<file path="src/freelist_pkg.sv">
// Shared types, sizes and register offsets for the checkpointed free-list stage
package freelist_pkg;

    // Physical register number, 64 PRFs
    typedef logic [5:0] prf_t;

    // Fine-grain group id
    typedef logic [2:0] fgr_t;

    // Index of one checkpoint bank
    typedef logic [1:0] bank_idx_t;

    // Event counter in the register block
    typedef logic [15:0] cnt_t;

    localparam int NUM_BANKS       = 4;
    localparam int BANK_DEPTH_LOG2 = 2;

    // Register block address
    localparam int ADDR_W = 4;
    typedef logic [ADDR_W-1:0] csr_addr_t;

    localparam csr_addr_t ADDR_STATUS    = 4'h0;
    localparam csr_addr_t ADDR_RELEASED  = 4'h4;
    localparam csr_addr_t ADDR_DISCARDED = 4'h8;
    localparam csr_addr_t ADDR_CTRL      = 4'hC;

    // Write path of the AXI4-Lite slave
    typedef enum logic {
        WR_IDLE,
        WR_RESP
    } csr_wr_state_t;

endpackage
</file>
<file path="src/freelist_top.sv">
// Top level of the free-list stage: bank controller, four checkpoint banks and register block
`timescale 1ns/1ns

module freelist_top (
    input  logic                    clk,
    input  logic                    rst_n,

    input  logic                    open_en,
    input  freelist_pkg::fgr_t      open_fgr,
    output logic                    open_ready,
    input  logic                    push_en,
    input  freelist_pkg::fgr_t      push_fgr,
    input  freelist_pkg::prf_t      push_prf,
    output logic                    push_ready,
    input  logic                    commit_en,
    input  freelist_pkg::fgr_t      commit_fgr,
    input  logic                    abandon_en,
    input  freelist_pkg::fgr_t      abandon_fgr,
    output logic                    release_valid,
    output freelist_pkg::prf_t      release_prf,
    input  logic                    release_ready,

    input  freelist_pkg::csr_addr_t awaddr,
    input  logic                    awvalid,
    output logic                    awready,
    input  logic [31:0]             wdata,
    input  logic [3:0]              wstrb,
    input  logic                    wvalid,
    output logic                    wready,
    output logic [1:0]              bresp,
    output logic                    bvalid,
    input  logic                    bready,
    input  freelist_pkg::csr_addr_t araddr,
    input  logic                    arvalid,
    output logic                    arready,
    output logic [31:0]             rdata,
    output logic [1:0]              rresp,
    output logic                    rvalid,
    input  logic                    rready
);

    logic [3:0] bank_valid, bank_abandoned, bank_full, bank_empty;
    logic [3:0] bank_tag_en, bank_tag_valid, bank_tag_abandoned;
    logic [3:0] bank_fgr_en, bank_wen, bank_ren;
    logic       flush_req, released_pulse, discarded_pulse;

    freelist_pkg::fgr_t bank_fgr  [freelist_pkg::NUM_BANKS];
    freelist_pkg::prf_t bank_head [freelist_pkg::NUM_BANKS];
    freelist_pkg::prf_t bank_prf;

    freelist_bank_ctrl u_ctrl (
        .clk (clk), .rst_n (rst_n),
        .open_en (open_en), .open_fgr (open_fgr), .open_ready (open_ready),
        .push_en (push_en), .push_fgr (push_fgr), .push_prf (push_prf),
        .push_ready (push_ready),
        .commit_en (commit_en), .commit_fgr (commit_fgr),
        .abandon_en (abandon_en), .abandon_fgr (abandon_fgr),
        .flush_req (flush_req),
        .release_valid (release_valid), .release_prf (release_prf),
        .release_ready (release_ready),
        .released_pulse (released_pulse), .discarded_pulse (discarded_pulse),
        .bank_valid (bank_valid), .bank_abandoned (bank_abandoned),
        .bank_fgr_0 (bank_fgr[0]), .bank_fgr_1 (bank_fgr[1]),
        .bank_fgr_2 (bank_fgr[2]), .bank_fgr_3 (bank_fgr[3]),
        .bank_full (bank_full), .bank_empty (bank_empty),
        .bank_head_0 (bank_head[0]), .bank_head_1 (bank_head[1]),
        .bank_head_2 (bank_head[2]), .bank_head_3 (bank_head[3]),
        .bank_tag_en (bank_tag_en), .bank_tag_valid (bank_tag_valid),
        .bank_tag_abandoned (bank_tag_abandoned), .bank_fgr_en (bank_fgr_en),
        .bank_wen (bank_wen), .bank_ren (bank_ren), .bank_prf (bank_prf)
    );

    for (genvar i = 0; i < freelist_pkg::NUM_BANKS; i++) begin : g_bank
        freelist_ckpt_bank u_bank (
            .clk (clk), .rst_n (rst_n),
            .tag_en (bank_tag_en[i]), .tag_valid (bank_tag_valid[i]),
            .tag_abandoned (bank_tag_abandoned[i]),
            // New group id comes straight from the open strobe
            .fgr_en (bank_fgr_en[i]), .fgr_in (open_fgr),
            .valid (bank_valid[i]), .abandoned (bank_abandoned[i]), .fgr_out (bank_fgr[i]),
            .fifo_wen (bank_wen[i]), .fifo_prf (bank_prf),
            .fifo_ren (bank_ren[i]), .fifo_prf_out (bank_head[i]),
            .fifo_full (bank_full[i]), .fifo_empty (bank_empty[i])
        );
    end

    freelist_csr u_csr (
        .clk (clk), .rst_n (rst_n),
        .awaddr (awaddr), .awvalid (awvalid), .awready (awready),
        .wdata (wdata), .wstrb (wstrb), .wvalid (wvalid), .wready (wready),
        .bresp (bresp), .bvalid (bvalid), .bready (bready),
        .araddr (araddr), .arvalid (arvalid), .arready (arready),
        .rdata (rdata), .rresp (rresp), .rvalid (rvalid), .rready (rready),
        .bank_valid (bank_valid), .bank_abandoned (bank_abandoned),
        .released_pulse (released_pulse), .discarded_pulse (discarded_pulse),
        .flush_req (flush_req)
    );

endmodule

</file>
<file path="src/freelist_csr.sv">
// AXI4-Lite register block with bank status, release and discard counters and flush control
`timescale 1ns/1ns

module freelist_csr (
    input  logic                    clk,
    input  logic                    rst_n,

    input  freelist_pkg::csr_addr_t awaddr,
    input  logic                    awvalid,
    output logic                    awready,
    input  logic [31:0]             wdata,
    input  logic [3:0]              wstrb,
    input  logic                    wvalid,
    output logic                    wready,
    output logic [1:0]              bresp,
    output logic                    bvalid,
    input  logic                    bready,

    input  freelist_pkg::csr_addr_t araddr,
    input  logic                    arvalid,
    output logic                    arready,
    output logic [31:0]             rdata,
    output logic [1:0]              rresp,
    output logic                    rvalid,
    input  logic                    rready,

    input  logic [3:0]              bank_valid,
    input  logic [3:0]              bank_abandoned,
    input  logic                    released_pulse,
    input  logic                    discarded_pulse,
    output logic                    flush_req
);

    freelist_pkg::csr_wr_state_t wr_state;

    freelist_pkg::cnt_t released_cnt;
    freelist_pkg::cnt_t discarded_cnt;

    logic        wr_fire;
    logic        ar_fire;
    logic [31:0] rd_mux;

    // Write path takes AW and W in the same cycle
    assign awready = (wr_state == freelist_pkg::WR_IDLE);
    assign wready  = (wr_state == freelist_pkg::WR_IDLE);
    assign wr_fire = awvalid && wvalid && (wr_state == freelist_pkg::WR_IDLE);
    assign bvalid  = (wr_state == freelist_pkg::WR_RESP);
    assign bresp   = 2'b00;

    always_ff @(posedge clk) begin
        if (!rst_n) begin
            wr_state <= freelist_pkg::WR_IDLE;
        end else begin
            case (wr_state)
                freelist_pkg::WR_IDLE: if (wr_fire) wr_state <= freelist_pkg::WR_RESP;
                freelist_pkg::WR_RESP: if (bready) wr_state <= freelist_pkg::WR_IDLE;
                default: wr_state <= freelist_pkg::WR_IDLE;
            endcase
        end
    end

    // Single-cycle flush strobe, high while bvalid first shows
    always_ff @(posedge clk) begin
        if (!rst_n) begin
            flush_req <= 1'b0;
        end else begin
            flush_req <= wr_fire && (awaddr == freelist_pkg::ADDR_CTRL) && wstrb[0] && wdata[0];
        end
    end

    // Any write clears, and it wins over a pulse in the same cycle
    always_ff @(posedge clk) begin
        if (!rst_n) begin
            released_cnt <= '0;
        end else if (wr_fire && (awaddr == freelist_pkg::ADDR_RELEASED)) begin
            released_cnt <= '0;
        end else if (released_pulse) begin
            released_cnt <= released_cnt + 1'b1;
        end
    end

    always_ff @(posedge clk) begin
        if (!rst_n) begin
            discarded_cnt <= '0;
        end else if (wr_fire && (awaddr == freelist_pkg::ADDR_DISCARDED)) begin
            discarded_cnt <= '0;
        end else if (discarded_pulse) begin
            discarded_cnt <= discarded_cnt + 1'b1;
        end
    end

    // Read path
    assign arready = !rvalid;
    assign ar_fire = arvalid && arready;
    assign rresp   = 2'b00;

    always_comb begin
        case (araddr)
            freelist_pkg::ADDR_STATUS:    rd_mux = {24'h0, bank_abandoned, bank_valid};
            freelist_pkg::ADDR_RELEASED:  rd_mux = {16'h0, released_cnt};
            freelist_pkg::ADDR_DISCARDED: rd_mux = {16'h0, discarded_cnt};
            default:                      rd_mux = 32'h0;
        endcase
    end

    always_ff @(posedge clk) begin
        if (!rst_n) begin
            rvalid <= 1'b0;
        end else if (ar_fire) begin
            rvalid <= 1'b1;
        end else if (rready) begin
            rvalid <= 1'b0;
        end
    end

    always_ff @(posedge clk) begin
        if (ar_fire) begin
            rdata <= rd_mux;
        end
    end

endmodule

</file>
<file path="src/freelist_bank_ctrl.sv">
// Bank controller: opens banks, routes pushes, tracks commit and squash, drains to release
`timescale 1ns/1ns

module freelist_bank_ctrl (
    input  logic               clk,
    input  logic               rst_n,

    input  logic               open_en,
    input  freelist_pkg::fgr_t open_fgr,
    output logic               open_ready,

    input  logic               push_en,
    input  freelist_pkg::fgr_t push_fgr,
    input  freelist_pkg::prf_t push_prf,
    output logic               push_ready,

    input  logic               commit_en,
    input  freelist_pkg::fgr_t commit_fgr,

    input  logic               abandon_en,
    input  freelist_pkg::fgr_t abandon_fgr,

    input  logic               flush_req,

    output logic               release_valid,
    output freelist_pkg::prf_t release_prf,
    input  logic               release_ready,

    output logic               released_pulse,
    output logic               discarded_pulse,

    input  logic [3:0]         bank_valid,
    input  logic [3:0]         bank_abandoned,
    input  freelist_pkg::fgr_t bank_fgr_0,
    input  freelist_pkg::fgr_t bank_fgr_1,
    input  freelist_pkg::fgr_t bank_fgr_2,
    input  freelist_pkg::fgr_t bank_fgr_3,
    input  logic [3:0]         bank_full,
    input  logic [3:0]         bank_empty,
    input  freelist_pkg::prf_t bank_head_0,
    input  freelist_pkg::prf_t bank_head_1,
    input  freelist_pkg::prf_t bank_head_2,
    input  freelist_pkg::prf_t bank_head_3,

    output logic [3:0]         bank_tag_en,
    output logic [3:0]         bank_tag_valid,
    output logic [3:0]         bank_tag_abandoned,
    output logic [3:0]         bank_fgr_en,
    output logic [3:0]         bank_wen,
    output logic [3:0]         bank_ren,
    output freelist_pkg::prf_t bank_prf
);

    freelist_pkg::fgr_t fgr_tag [freelist_pkg::NUM_BANKS];
    freelist_pkg::prf_t head    [freelist_pkg::NUM_BANKS];

    logic [3:0] drain_q;
    logic [3:0] live;
    logic [3:0] push_cand;
    logic [3:0] commit_hit;
    logic [3:0] abandon_hit;
    logic [3:0] retire;
    logic [3:0] rel_elig;
    logic [3:0] disc_elig;
    logic       open_dup;
    logic       open_go;
    logic       rel_fire;
    logic       disc_any;

    freelist_pkg::bank_idx_t open_idx;
    freelist_pkg::bank_idx_t push_idx;
    freelist_pkg::bank_idx_t rel_idx;
    freelist_pkg::bank_idx_t disc_idx;

    // Lowest set bit wins
    function automatic freelist_pkg::bank_idx_t lowest(input logic [3:0] vec);
        freelist_pkg::bank_idx_t idx;
        idx = '0;
        for (int i = freelist_pkg::NUM_BANKS - 1; i >= 0; i--) begin
            if (vec[i]) begin
                idx = freelist_pkg::bank_idx_t'(i);
            end
        end
        return idx;
    endfunction

    assign fgr_tag[0] = bank_fgr_0;
    assign fgr_tag[1] = bank_fgr_1;
    assign fgr_tag[2] = bank_fgr_2;
    assign fgr_tag[3] = bank_fgr_3;
    assign head[0]    = bank_head_0;
    assign head[1]    = bank_head_1;
    assign head[2]    = bank_head_2;
    assign head[3]    = bank_head_3;

    // Still collecting PRFs for its group
    assign live = bank_valid & ~bank_abandoned & ~drain_q;

    always_comb begin
        open_dup = 1'b0;
        for (int i = 0; i < freelist_pkg::NUM_BANKS; i++) begin
            push_cand[i]   = live[i] && (fgr_tag[i] == push_fgr) && !bank_full[i];
            commit_hit[i]  = commit_en && live[i] && (fgr_tag[i] == commit_fgr);
            abandon_hit[i] = bank_valid[i] && !bank_abandoned[i]
                          && (flush_req || (abandon_en && (fgr_tag[i] == abandon_fgr)));
            retire[i]      = bank_valid[i] && (drain_q[i] || bank_abandoned[i]) && bank_empty[i];
            rel_elig[i]    = bank_valid[i] && drain_q[i] && !bank_abandoned[i] && !bank_empty[i];
            disc_elig[i]   = bank_valid[i] && bank_abandoned[i] && !bank_empty[i];
            // A group may hold only one collecting bank
            open_dup       = open_dup || (live[i] && (fgr_tag[i] == open_fgr));
        end
    end

    assign open_idx = lowest(~bank_valid);
    assign push_idx = lowest(push_cand);
    assign rel_idx  = lowest(rel_elig);
    assign disc_idx = lowest(disc_elig);

    assign open_ready = ~&bank_valid;
    assign open_go    = open_en && open_ready && !open_dup;
    assign push_ready = |push_cand;

    // Tag updates
    assign bank_fgr_en        = open_go ? (4'b0001 << open_idx) : 4'b0000;
    assign bank_tag_en        = bank_fgr_en | retire | abandon_hit;
    assign bank_tag_valid     = ~retire;
    assign bank_tag_abandoned = abandon_hit & ~retire;

    assign bank_prf = push_prf;
    assign bank_wen = (push_en && push_ready) ? (4'b0001 << push_idx) : 4'b0000;

    // Release from the lowest draining bank
    assign release_valid = |rel_elig;
    assign release_prf   = head[rel_idx];
    assign rel_fire      = release_valid && release_ready;

    // One discard per cycle keeps the count exact
    assign disc_any = |disc_elig;

    assign bank_ren = (rel_fire ? (4'b0001 << rel_idx) : 4'b0000)
                    | (disc_any ? (4'b0001 << disc_idx) : 4'b0000);

    assign released_pulse  = rel_fire;
    assign discarded_pulse = disc_any;

    always_ff @(posedge clk) begin
        if (!rst_n) begin
            drain_q <= '0;
        end else begin
            drain_q <= (drain_q & ~retire) | commit_hit;
        end
    end

endmodule

</file>
<file path="src/freelist_ckpt_bank.sv">
// One checkpoint bank: valid, abandoned and FGR tag registers next to a PRF FIFO
`timescale 1ns/1ns

module freelist_ckpt_bank (
    input  logic               clk,
    input  logic               rst_n,

    input  logic               tag_en,
    input  logic               tag_valid,
    input  logic               tag_abandoned,

    input  logic               fgr_en,
    input  freelist_pkg::fgr_t fgr_in,

    output logic               valid,
    output logic               abandoned,
    output freelist_pkg::fgr_t fgr_out,

    input  logic               fifo_wen,
    input  freelist_pkg::prf_t fifo_prf,

    input  logic               fifo_ren,
    output freelist_pkg::prf_t fifo_prf_out,

    output logic               fifo_full,
    output logic               fifo_empty
);

    // Valid and abandoned load together
    always_ff @(posedge clk) begin
        if (!rst_n) begin
            valid     <= 1'b0;
            abandoned <= 1'b0;
        end else if (tag_en) begin
            valid     <= tag_valid;
            abandoned <= tag_abandoned;
        end
    end

    // Group this bank belongs to
    always_ff @(posedge clk) begin
        if (!rst_n) begin
            fgr_out <= '0;
        end else if (fgr_en) begin
            fgr_out <= fgr_in;
        end
    end

    prf_fifo u_fifo (
        .clk   (clk),
        .rst_n (rst_n),
        .din   (fifo_prf),
        .wen   (fifo_wen),
        .ren   (fifo_ren),
        .dout  (fifo_prf_out),
        .full  (fifo_full),
        .empty (fifo_empty)
    );

endmodule

</file>
<file path="src/prf_fifo.sv">
// Small circular FIFO of PRF numbers, one write and one read port, used inside each bank
`timescale 1ns/1ns

module prf_fifo (
    input  logic               clk,
    input  logic               rst_n,

    input  freelist_pkg::prf_t din,
    input  logic               wen,

    input  logic               ren,
    output freelist_pkg::prf_t dout,

    output logic               full,
    output logic               empty
);

    localparam int DEPTH = 1 << freelist_pkg::BANK_DEPTH_LOG2;

    freelist_pkg::prf_t mem [DEPTH];

    // Pointers carry one extra wrap bit
    logic [freelist_pkg::BANK_DEPTH_LOG2:0] wptr;
    logic [freelist_pkg::BANK_DEPTH_LOG2:0] rptr;

    logic do_write;
    logic do_read;

    assign empty = (wptr == rptr);
    assign full  = (wptr[freelist_pkg::BANK_DEPTH_LOG2] != rptr[freelist_pkg::BANK_DEPTH_LOG2])
                && (wptr[freelist_pkg::BANK_DEPTH_LOG2-1:0]
                    == rptr[freelist_pkg::BANK_DEPTH_LOG2-1:0]);

    assign do_write = wen && !full;
    assign do_read  = ren && !empty;

    // Head is always visible
    assign dout = mem[rptr[freelist_pkg::BANK_DEPTH_LOG2-1:0]];

    always_ff @(posedge clk) begin
        if (do_write) begin
            mem[wptr[freelist_pkg::BANK_DEPTH_LOG2-1:0]] <= din;
        end
    end

    always_ff @(posedge clk) begin
        if (!rst_n) begin
            wptr <= '0;
        end else if (do_write) begin
            wptr <= wptr + 1'b1;
        end
    end

    always_ff @(posedge clk) begin
        if (!rst_n) begin
            rptr <= '0;
        end else if (do_read) begin
            rptr <= rptr + 1'b1;
        end
    end

endmodule

</file>
<file path="config.mk">
export PLATFORM = sky130hd
export DESIGN_NAME = freelist_top
export DESIGN_NICKNAME = d
export VERILOG_FILES = /design/src/freelist_pkg.sv /design/src/freelist_top.sv /design/src/freelist_csr.sv /design/src/freelist_bank_ctrl.sv /design/src/freelist_ckpt_bank.sv /design/src/prf_fifo.sv
export SDC_FILE = /design/constraint.sdc
export NUM_CORES = 1
export LEC_CHECK = 0
export BUFFER_PORTS_ARGS = -buffer_cell sky130_fd_sc_hd__buf_2
export CAP_MARGIN = 15
export CORE_MARGIN = 10
export CORE_UTILIZATION = 63
export CTS_CLUSTER_SIZE = 40
export DETAILED_ROUTE_END_ITERATION = 16
export GPL_TIMING_DRIVEN = 0
export PLACE_DENSITY = 0.89
export SYNTH_ARGS = -nofsm -noshare
export SYNTH_HDL_FRONTEND = slang
export SYNTH_SLANG_ARGS = --single-unit
</file>
<file path="constraint.sdc">
create_clock -name clk -period 5.9 [get_ports clk]
set_input_delay 0 -clock clk [delete_from_list [all_inputs] [get_ports clk]]
set_output_delay 0 -clock clk [all_outputs]
set_load 0.005 [all_outputs]
</file>
* Yosys cells after proc, flatten, opt, wreduce, memory -nomap -nowiden
Memories as Yosys holds them, arrays and structs flattened. A register that Yosys moved wholly into a read port is not among the register bits. Index checks and enable logic that the tools add are counted.
Operators by class: $add $sub $neg 10, $mul 0, div/mod/pow operators 0, $lt $le $gt $ge 1, equal/unequal tests 33, shifts and indexed selects 4, muxes and demuxes 45, bitwise gates (word level) 15, reduce and logical (&&, ||, !) cells 118
Operators with widths (number):
- logical AND 1 bit | 84
- equality test 3 bit | 20
- 2-to-1 mux 2 bit | 24
- one-hot mux 16 bit (3 select lines) | 1
- adder 16 x 1 -> 16 bit (second input constant) | 2
- adder 3 x 1 -> 3 bit (second input constant) | 8
- bitwise AND 4 bit | 4
- 2-to-1 mux 4 bit | 4
- inverter 4 bit | 4
- OR 4 bit | 4
- left shift 1 x 2 -> 4 bit (first input constant) | 4
- logical NOT 1 bit | 15
- binary-select mux 6 bit (select 2 bit) | 1
- equality test 4 bit (second input constant) | 3
- 2-to-1 mux 1 bit | 12
- 2-to-1 mux 6 bit | 2
- OR reduction 4 bit | 3
- logical OR 1 bit | 11
- equality test 2 bit | 4
- equality test 4 x 3 -> 1 bit (second input constant) | 2
- logical NOT 4 bit | 1
- != test 1 bit | 4
- AND reduction 4 bit | 1
- OR reduction 2 bit | 2
- other kinds (5) | 6
Storage, ports and cells: flip-flop bits (word level) 115, latch bits 0, RAM bits 96, bits in read-only memories 0, input port bits 74, output and inout port bits 50, word-level logic and storage cells 257, memories 4
Memory list:
- g_bank[0].u_bank.u_fifo.mem | depth 4, width 6, read ports 1, clocked after Yosys merged registers in 1, wr ports 1, line prf_fifo.sv:20 | freelist_pkg::prf_t mem [DEPTH];
- g_bank[1].u_bank.u_fifo.mem | depth 4, width 6, read ports 1, clocked after Yosys merged registers in 1, wr ports 1, line prf_fifo.sv:20
- g_bank[2].u_bank.u_fifo.mem | depth 4, width 6, read ports 1, clocked after Yosys merged registers in 1, wr ports 1, line prf_fifo.sv:20
- g_bank[3].u_bank.u_fifo.mem | depth 4, width 6, read ports 1, clocked after Yosys merged registers in 1, wr ports 1, line prf_fifo.sv:20

* Depth between registers and ports, before layout
depth in word-level cells 14, depth in mapped cells 8, depth with buffers taken out 6

* Modules after synthesis
Synthesis repeated with hierarchy kept, for this count alone.
Second synthesis, totals: cell total of the unflattened synthesis 904, area, all modules 10403.7 µm²
Modules (own cells, without submodules):
- prf_fifo | times used 4, cells each 99, area an instance 1435.1 µm², seq. area each 880.8 µm²
- freelist_csr | times used 1, cells each 244, area an instance 2447.3 µm², seq. area each 1181.1 µm²
- freelist_bank_ctrl | times used 1, cells each 204, area an instance 1490.2 µm², seq. area each 80.1 µm²
- freelist_ckpt_bank | times used 4, cells each 15, area an instance 181.4 µm², seq. area each 100.1 µm²

* Least setup slack after synthesis
OpenSTA, ideal clock, no wires.
kind register to register, from register g_bank[3].u_bank.valid, to memory g_bank[3].u_bank.u_fifo.mem[3][0] in the netlist's numbering, enable pin, setup time 0.306 ns, data arrival time 1.824 ns, required time 5.594 ns, setup slack 3.770 ns, cell stages (with the launch flop) 7, buffers on the path 1, period minus slack after synthesis 2.130 ns, path through dfxtp_1 > buf_6 > or3b_1 > nor4_2 > o21ai_1 > nor4b_4 > and2_2
Between the ends: word-level cells in the longest chain between the ends 13, elaborated cells on any way between the ends 15, those cells by class 1 x shift; 7 x mux; 2 x bitwise; 5 x reduce/logical
RTL lines:
- start, declared | line freelist_ckpt_bank.sv:15 | output logic valid,
- start signal, assigned | line freelist_ckpt_bank.sv:35 | valid <= tag_valid;
- bitwise AND 4 bit * (2 in a row) | line freelist_bank_ctrl.sv:97 | assign live = bank_valid & ~bank_abandoned & ~drain_q;
- logical AND 1 bit * (2 in a row) | line freelist_bank_ctrl.sv:102 | push_cand[i] = live[i] && (fgr_tag[i] == push_fgr) && !bank_full[i];
- 2-to-1 mux 2 bit (4 in a row) | line freelist_bank_ctrl.sv:80 | if (vec[i]) begin
- left shift 1 x 2 -> 4 bit | line freelist_bank_ctrl.sv:130 | assign bank_wen = (push_en && push_ready) ? (4'b0001 << push_idx) : 4'b0000;
- 2-to-1 mux 4 bit * | line freelist_bank_ctrl.sv:130
- logical AND 1 bit * | line prf_fifo.sv:34 | assign do_write = wen && !full;
- 2-to-1 mux 1 bit * | line prf_fifo.sv:41 | if (do_write) begin
- 2-to-1 mux 1 bit (not written as such) * | line prf_fifo.sv:42 | mem[wptr[freelist_pkg::BANK_DEPTH_LOG2-1:0]] <= din;
- end, declared | line prf_fifo.sv:20
Every way passes the cells marked *; elsewhere a longest branch is shown, timed or not.

* Final worst setup path
from register g_bank[2].u_bank.u_fifo.wptr[0] in the netlist's numbering, to output port release_prf[0]
Between the ends: word-level cells in the longest chain between the ends 10
RTL lines:
- start, declared | line prf_fifo.sv:23 | logic [freelist_pkg::BANK_DEPTH_LOG2:0] wptr;
- start signal, assigned | line prf_fifo.sv:50 | wptr <= wptr + 1'b1;
- equality test 3 bit | line prf_fifo.sv:29 | assign empty = (wptr == rptr);
- logical NOT 1 bit | line freelist_bank_ctrl.sv:107 | rel_elig[i] = bank_valid[i] && drain_q[i] && !bank_abandoned[i] && !bank_empty[i];
- logical AND 1 bit | line freelist_bank_ctrl.sv:107
- 2-to-1 mux 2 bit (3 in a row) | line freelist_bank_ctrl.sv:80
- inverter 2 -> 3 bit (not written as such) | line freelist_bank_ctrl.sv:134 | assign release_prf = head[rel_idx];
- binary-select mux 6 bit (select 2 bit) | line freelist_bank_ctrl.sv:134
- 2-to-1 mux 6 bit (not written as such) (2 in a row) | line freelist_bank_ctrl.sv:134
- end, declared | line freelist_top.sv:20 | output freelist_pkg::prf_t release_prf,
No other way between the ends. The select of a mux whose other input is x is not followed.

==> impl_metrics.csv <==
group,metric,value,unit
synthesis,synth_cells,810,
placed_design,placed_area,0.0103,mm2
detailed_routing,vias_per_cell,6.26,
worst_setup_path,crit_arrival,3050,ps
die,initial_core_util,63.8,%
synthesis,yosys_most_used_dff,"edfxtp_1",
placed_design,hpwl,15500,um
die,ioPinCount,124,
clock_tree,post_cts_buffers,0,
clock_tree,cts_tree,"built",
power,p_per_area,271,mW/mm2
clock_tree,cts.clk_slew.worst_paths,60,ps
synthesis,async_flop_share,0,%
sta,fmax,328,MHz
sta,slew_viol_final,0,
detailed_routing,num_vias,7117,
global_routing,grt_pass1_wl,36900,um
placed_design,dp_cells,1079,
clock_tree,cts.repair.resized,0,
synthesis,ys_top_cells_by_area,"edfxtp_1, dfxtp_1, mux4_2",
die,fp.coreArea,0.0151,mm2
synthesis,synth_area_per_cell,11.9,um2
clock_tree,cts_hold_buf,20,
worst_setup_path,cp.required,5900,ps
finish,drive_above_1_share,19.0,%
outcome,outcome,"finished, final reports clean",
power,power_leakage,4.11,nW
detailed_routing,avgRoutedWirePerCell,20.8,um
worst_setup_path,endpoint_kind,"output port",
global_routing,grt_max_degree,17,
finish,layoutNonFillerInstCount,1137,
clock_tree,clockRootBuffer,"clkbuf_16",
synthesis,synthTopCellsByCount,"edfxtp_1, dfxtp_1, nor2_1, xnor2_1, nand2_1",
die,die_y,144,um
synthesis,yosysTopAreaCellShare,34.8,%
detailed_routing,ant_nets,0,
detailed_routing,drt_iter0_drc,859,
synthesis,synth_area,0.00967,mm2
clock_tree,clock-sinks,203,
finish,stdcell_area,0.0112,mm2
die,rows,45,
placed_design,portBuffers,60,
worst_setup_path,crit_type,"reg -> out",
die,die-width,144,um
flow_run,cap_violations,0,
global_routing,grt_usage,22.2,%
finish,post-route-util,74.0,%
global_routing,grt_pass1_vias,7101,
clock_tree,clk_latency,500,ps
finish,nets,1031,
sta,grt_setup_unrepaired,"false",
sta,period_needed,3050,ps
clock_tree,cts_buffers,20,
power,ir_worst_vdd,0.306,mV
global_routing,antenna_found_initial,0,
detailed_routing,drc,0,
clock_tree,htreeDepth,1,
detailed_routing,firstDrtPassIters,6,
synthesis,synth_edf_count,112,
global_routing,grt-ovfl-total,0,
synthesis,ys_warn_count,0,
synthesis,yosysTopAreaCell,"edfxtp_1",
sta,slew_headroom,48.8,%
finish,antenna_cells,0,
synthesis,ys_seq_elements,203,
hold_path,hold_class,"in -> reg",
sta,tns,0,ps
placed_design,gp_congestion,0.885,
finish,fill_cells,894,
power,total_power,3.03,mW
sta,tightest_slew,769,ps
worst_setup_path,crit_path_max_fanout,10,
synthesis,seq_area_frac_synth,53.6,%
worst_setup_path,startpoint_type,"flip-flop",
sta,finalHoldViolCount,0,
sta,fin_skew,15.0,ps
detailed_routing,routed_wl,23600,um
sta,setup-violations-final,0,
sta,fin_crit_sh,51.6,%
finish,syn2layout_area_growth,15.9,%
clock_tree,cts_max_path_buffers,3,
synthesis,yosysUniqueCellTypes,69,
synthesis,yosys.cell_count.top_type,"edfxtp_1",
die,die_area,0.0207,mm2
-- report_power, final --
group / internal (mW) / total, mW / switching, mW
combinational: 0.0638 / 0.162 / 0.0983
clock: 0.826 / 1.36 / 0.536
sequential: 1.50 / 1.51 / 0.00585
total: 2.39 / 3.03 / 0.640
-- critical path: stages (launching register included) --
cell	delay [ps]
dfxtp_1	390
xnor2_1	570
a31oi_4	280
nor3_4	430
a221oi_1	230
o32ai_1	440
buf_2	190
-- placed cells by master, fill, tap and decap left out, types with 23 or more instances in the layout --
cell type  synthesis  routed
xor2_1            34      34
nand2_1           48      48
xnor2_1           59      59
mux4_2            24      24
nor2_1            77      77
a21oi_1           23      23
buf_2              8      68
clkbuf_1          30      33
dfxtp_1           91      91
edfxtp_1         112     112
inv_1             32      32
-- layer usage --
| layer | GRT usage [%] | vias to the layer above | wire length [um] | share of wire (%) |
|---|---|---|---|---|
| met1 | 25.4 | 3363 | 8340 | 35 |
| met2 | 38.2 | 474 | 11800 | 50 |
| met5 | 0 | - | 0 | 0 |
| li1 | - | 3142 | - | - |
| met3 | 4.59 | 138 | 2200 | 9.3 |
| met4 | 11.9 | 0 | 1230 | 5.2 |
-- path summary, 6_finish.rpt --
kind,from,end,depth (start not counted),slack (ps)
max,g_bank[2].u_bank.u_fifo.wptr[0]$_SDFFE_PN0P_,release_prf[0],6,2850
min,open_en,g_bank[0].u_bank.fgr_out[1]$_SDFFE_PN0P_,5,20
max reg2reg,g_bank[3].u_bank.valid$_SDFFE_PN0P_,g_bank[3].u_bank.u_fifo.mem[3][3]$_DFFE_PP_,6,3180
min reg2reg,g_bank[3].u_bank.u_fifo.wptr[2]$_SDFFE_PN0P_,g_bank[3].u_bank.u_fifo.wptr[2]$_SDFFE_PN0P_,2,510
-- through the flow --
step	setup WS (ps)	hold WS (ps)
floorplan	3770	98.9
global placement	3310	195
detailed placement	3360	196
CTS	3010	18.0
global route	2930	34.0
finish	2850	23.0
-- cells by family after synthesis --
family / after synthesis / synth area share [%]
AO/OA/AOI/OAI: 98 / 8.10
other: 1 / 0.0388
multiplexers: 39 / 7.16
flip-flops: 203 / 53.6
AND/OR/NAND/NOR: 254 / 14.4
adder cells (fa/ha/maj): 22 / 2.85
XOR/XNOR: 97 / 9.10
buffers and inverters: 96 / 4.75
-- flip-flops by register name, summed over array words and instances (netlist names), 4 cells and up, named ones only --
| name | cells |
|---|---|
| g_bank.u_bank.u_fifo.rptr | 12 |
| u_ctrl.drain_q | 4 |
| g_bank.u_bank.u_fifo.mem | 96 |
| u_csr.released_cnt | 16 |
| g_bank.u_bank.u_fifo.wptr | 12 |
| u_csr.discarded_cnt | 16 |
| g_bank.u_bank.fgr_out | 12 |
| u_csr.rdata | 16 |
| g_bank.u_bank.valid | 4 |
| g_bank.u_bank.abandoned | 4 |
-- cell type report --
class	instances	area (um2)	share of cell area (%)
Sequential cell	203	5180	46.3
Multi-Input combinational cell	530	4090	36.5
Clock buffer	24	537	4.79
Timing Repair Buffer	84	529	4.73
Buffer	64	339	3.03
Tap cell	188	235	2.10
Clock inverter	12	163	1.45
Inverter	32	120	1.07
(Power assumes the default switching activity.)
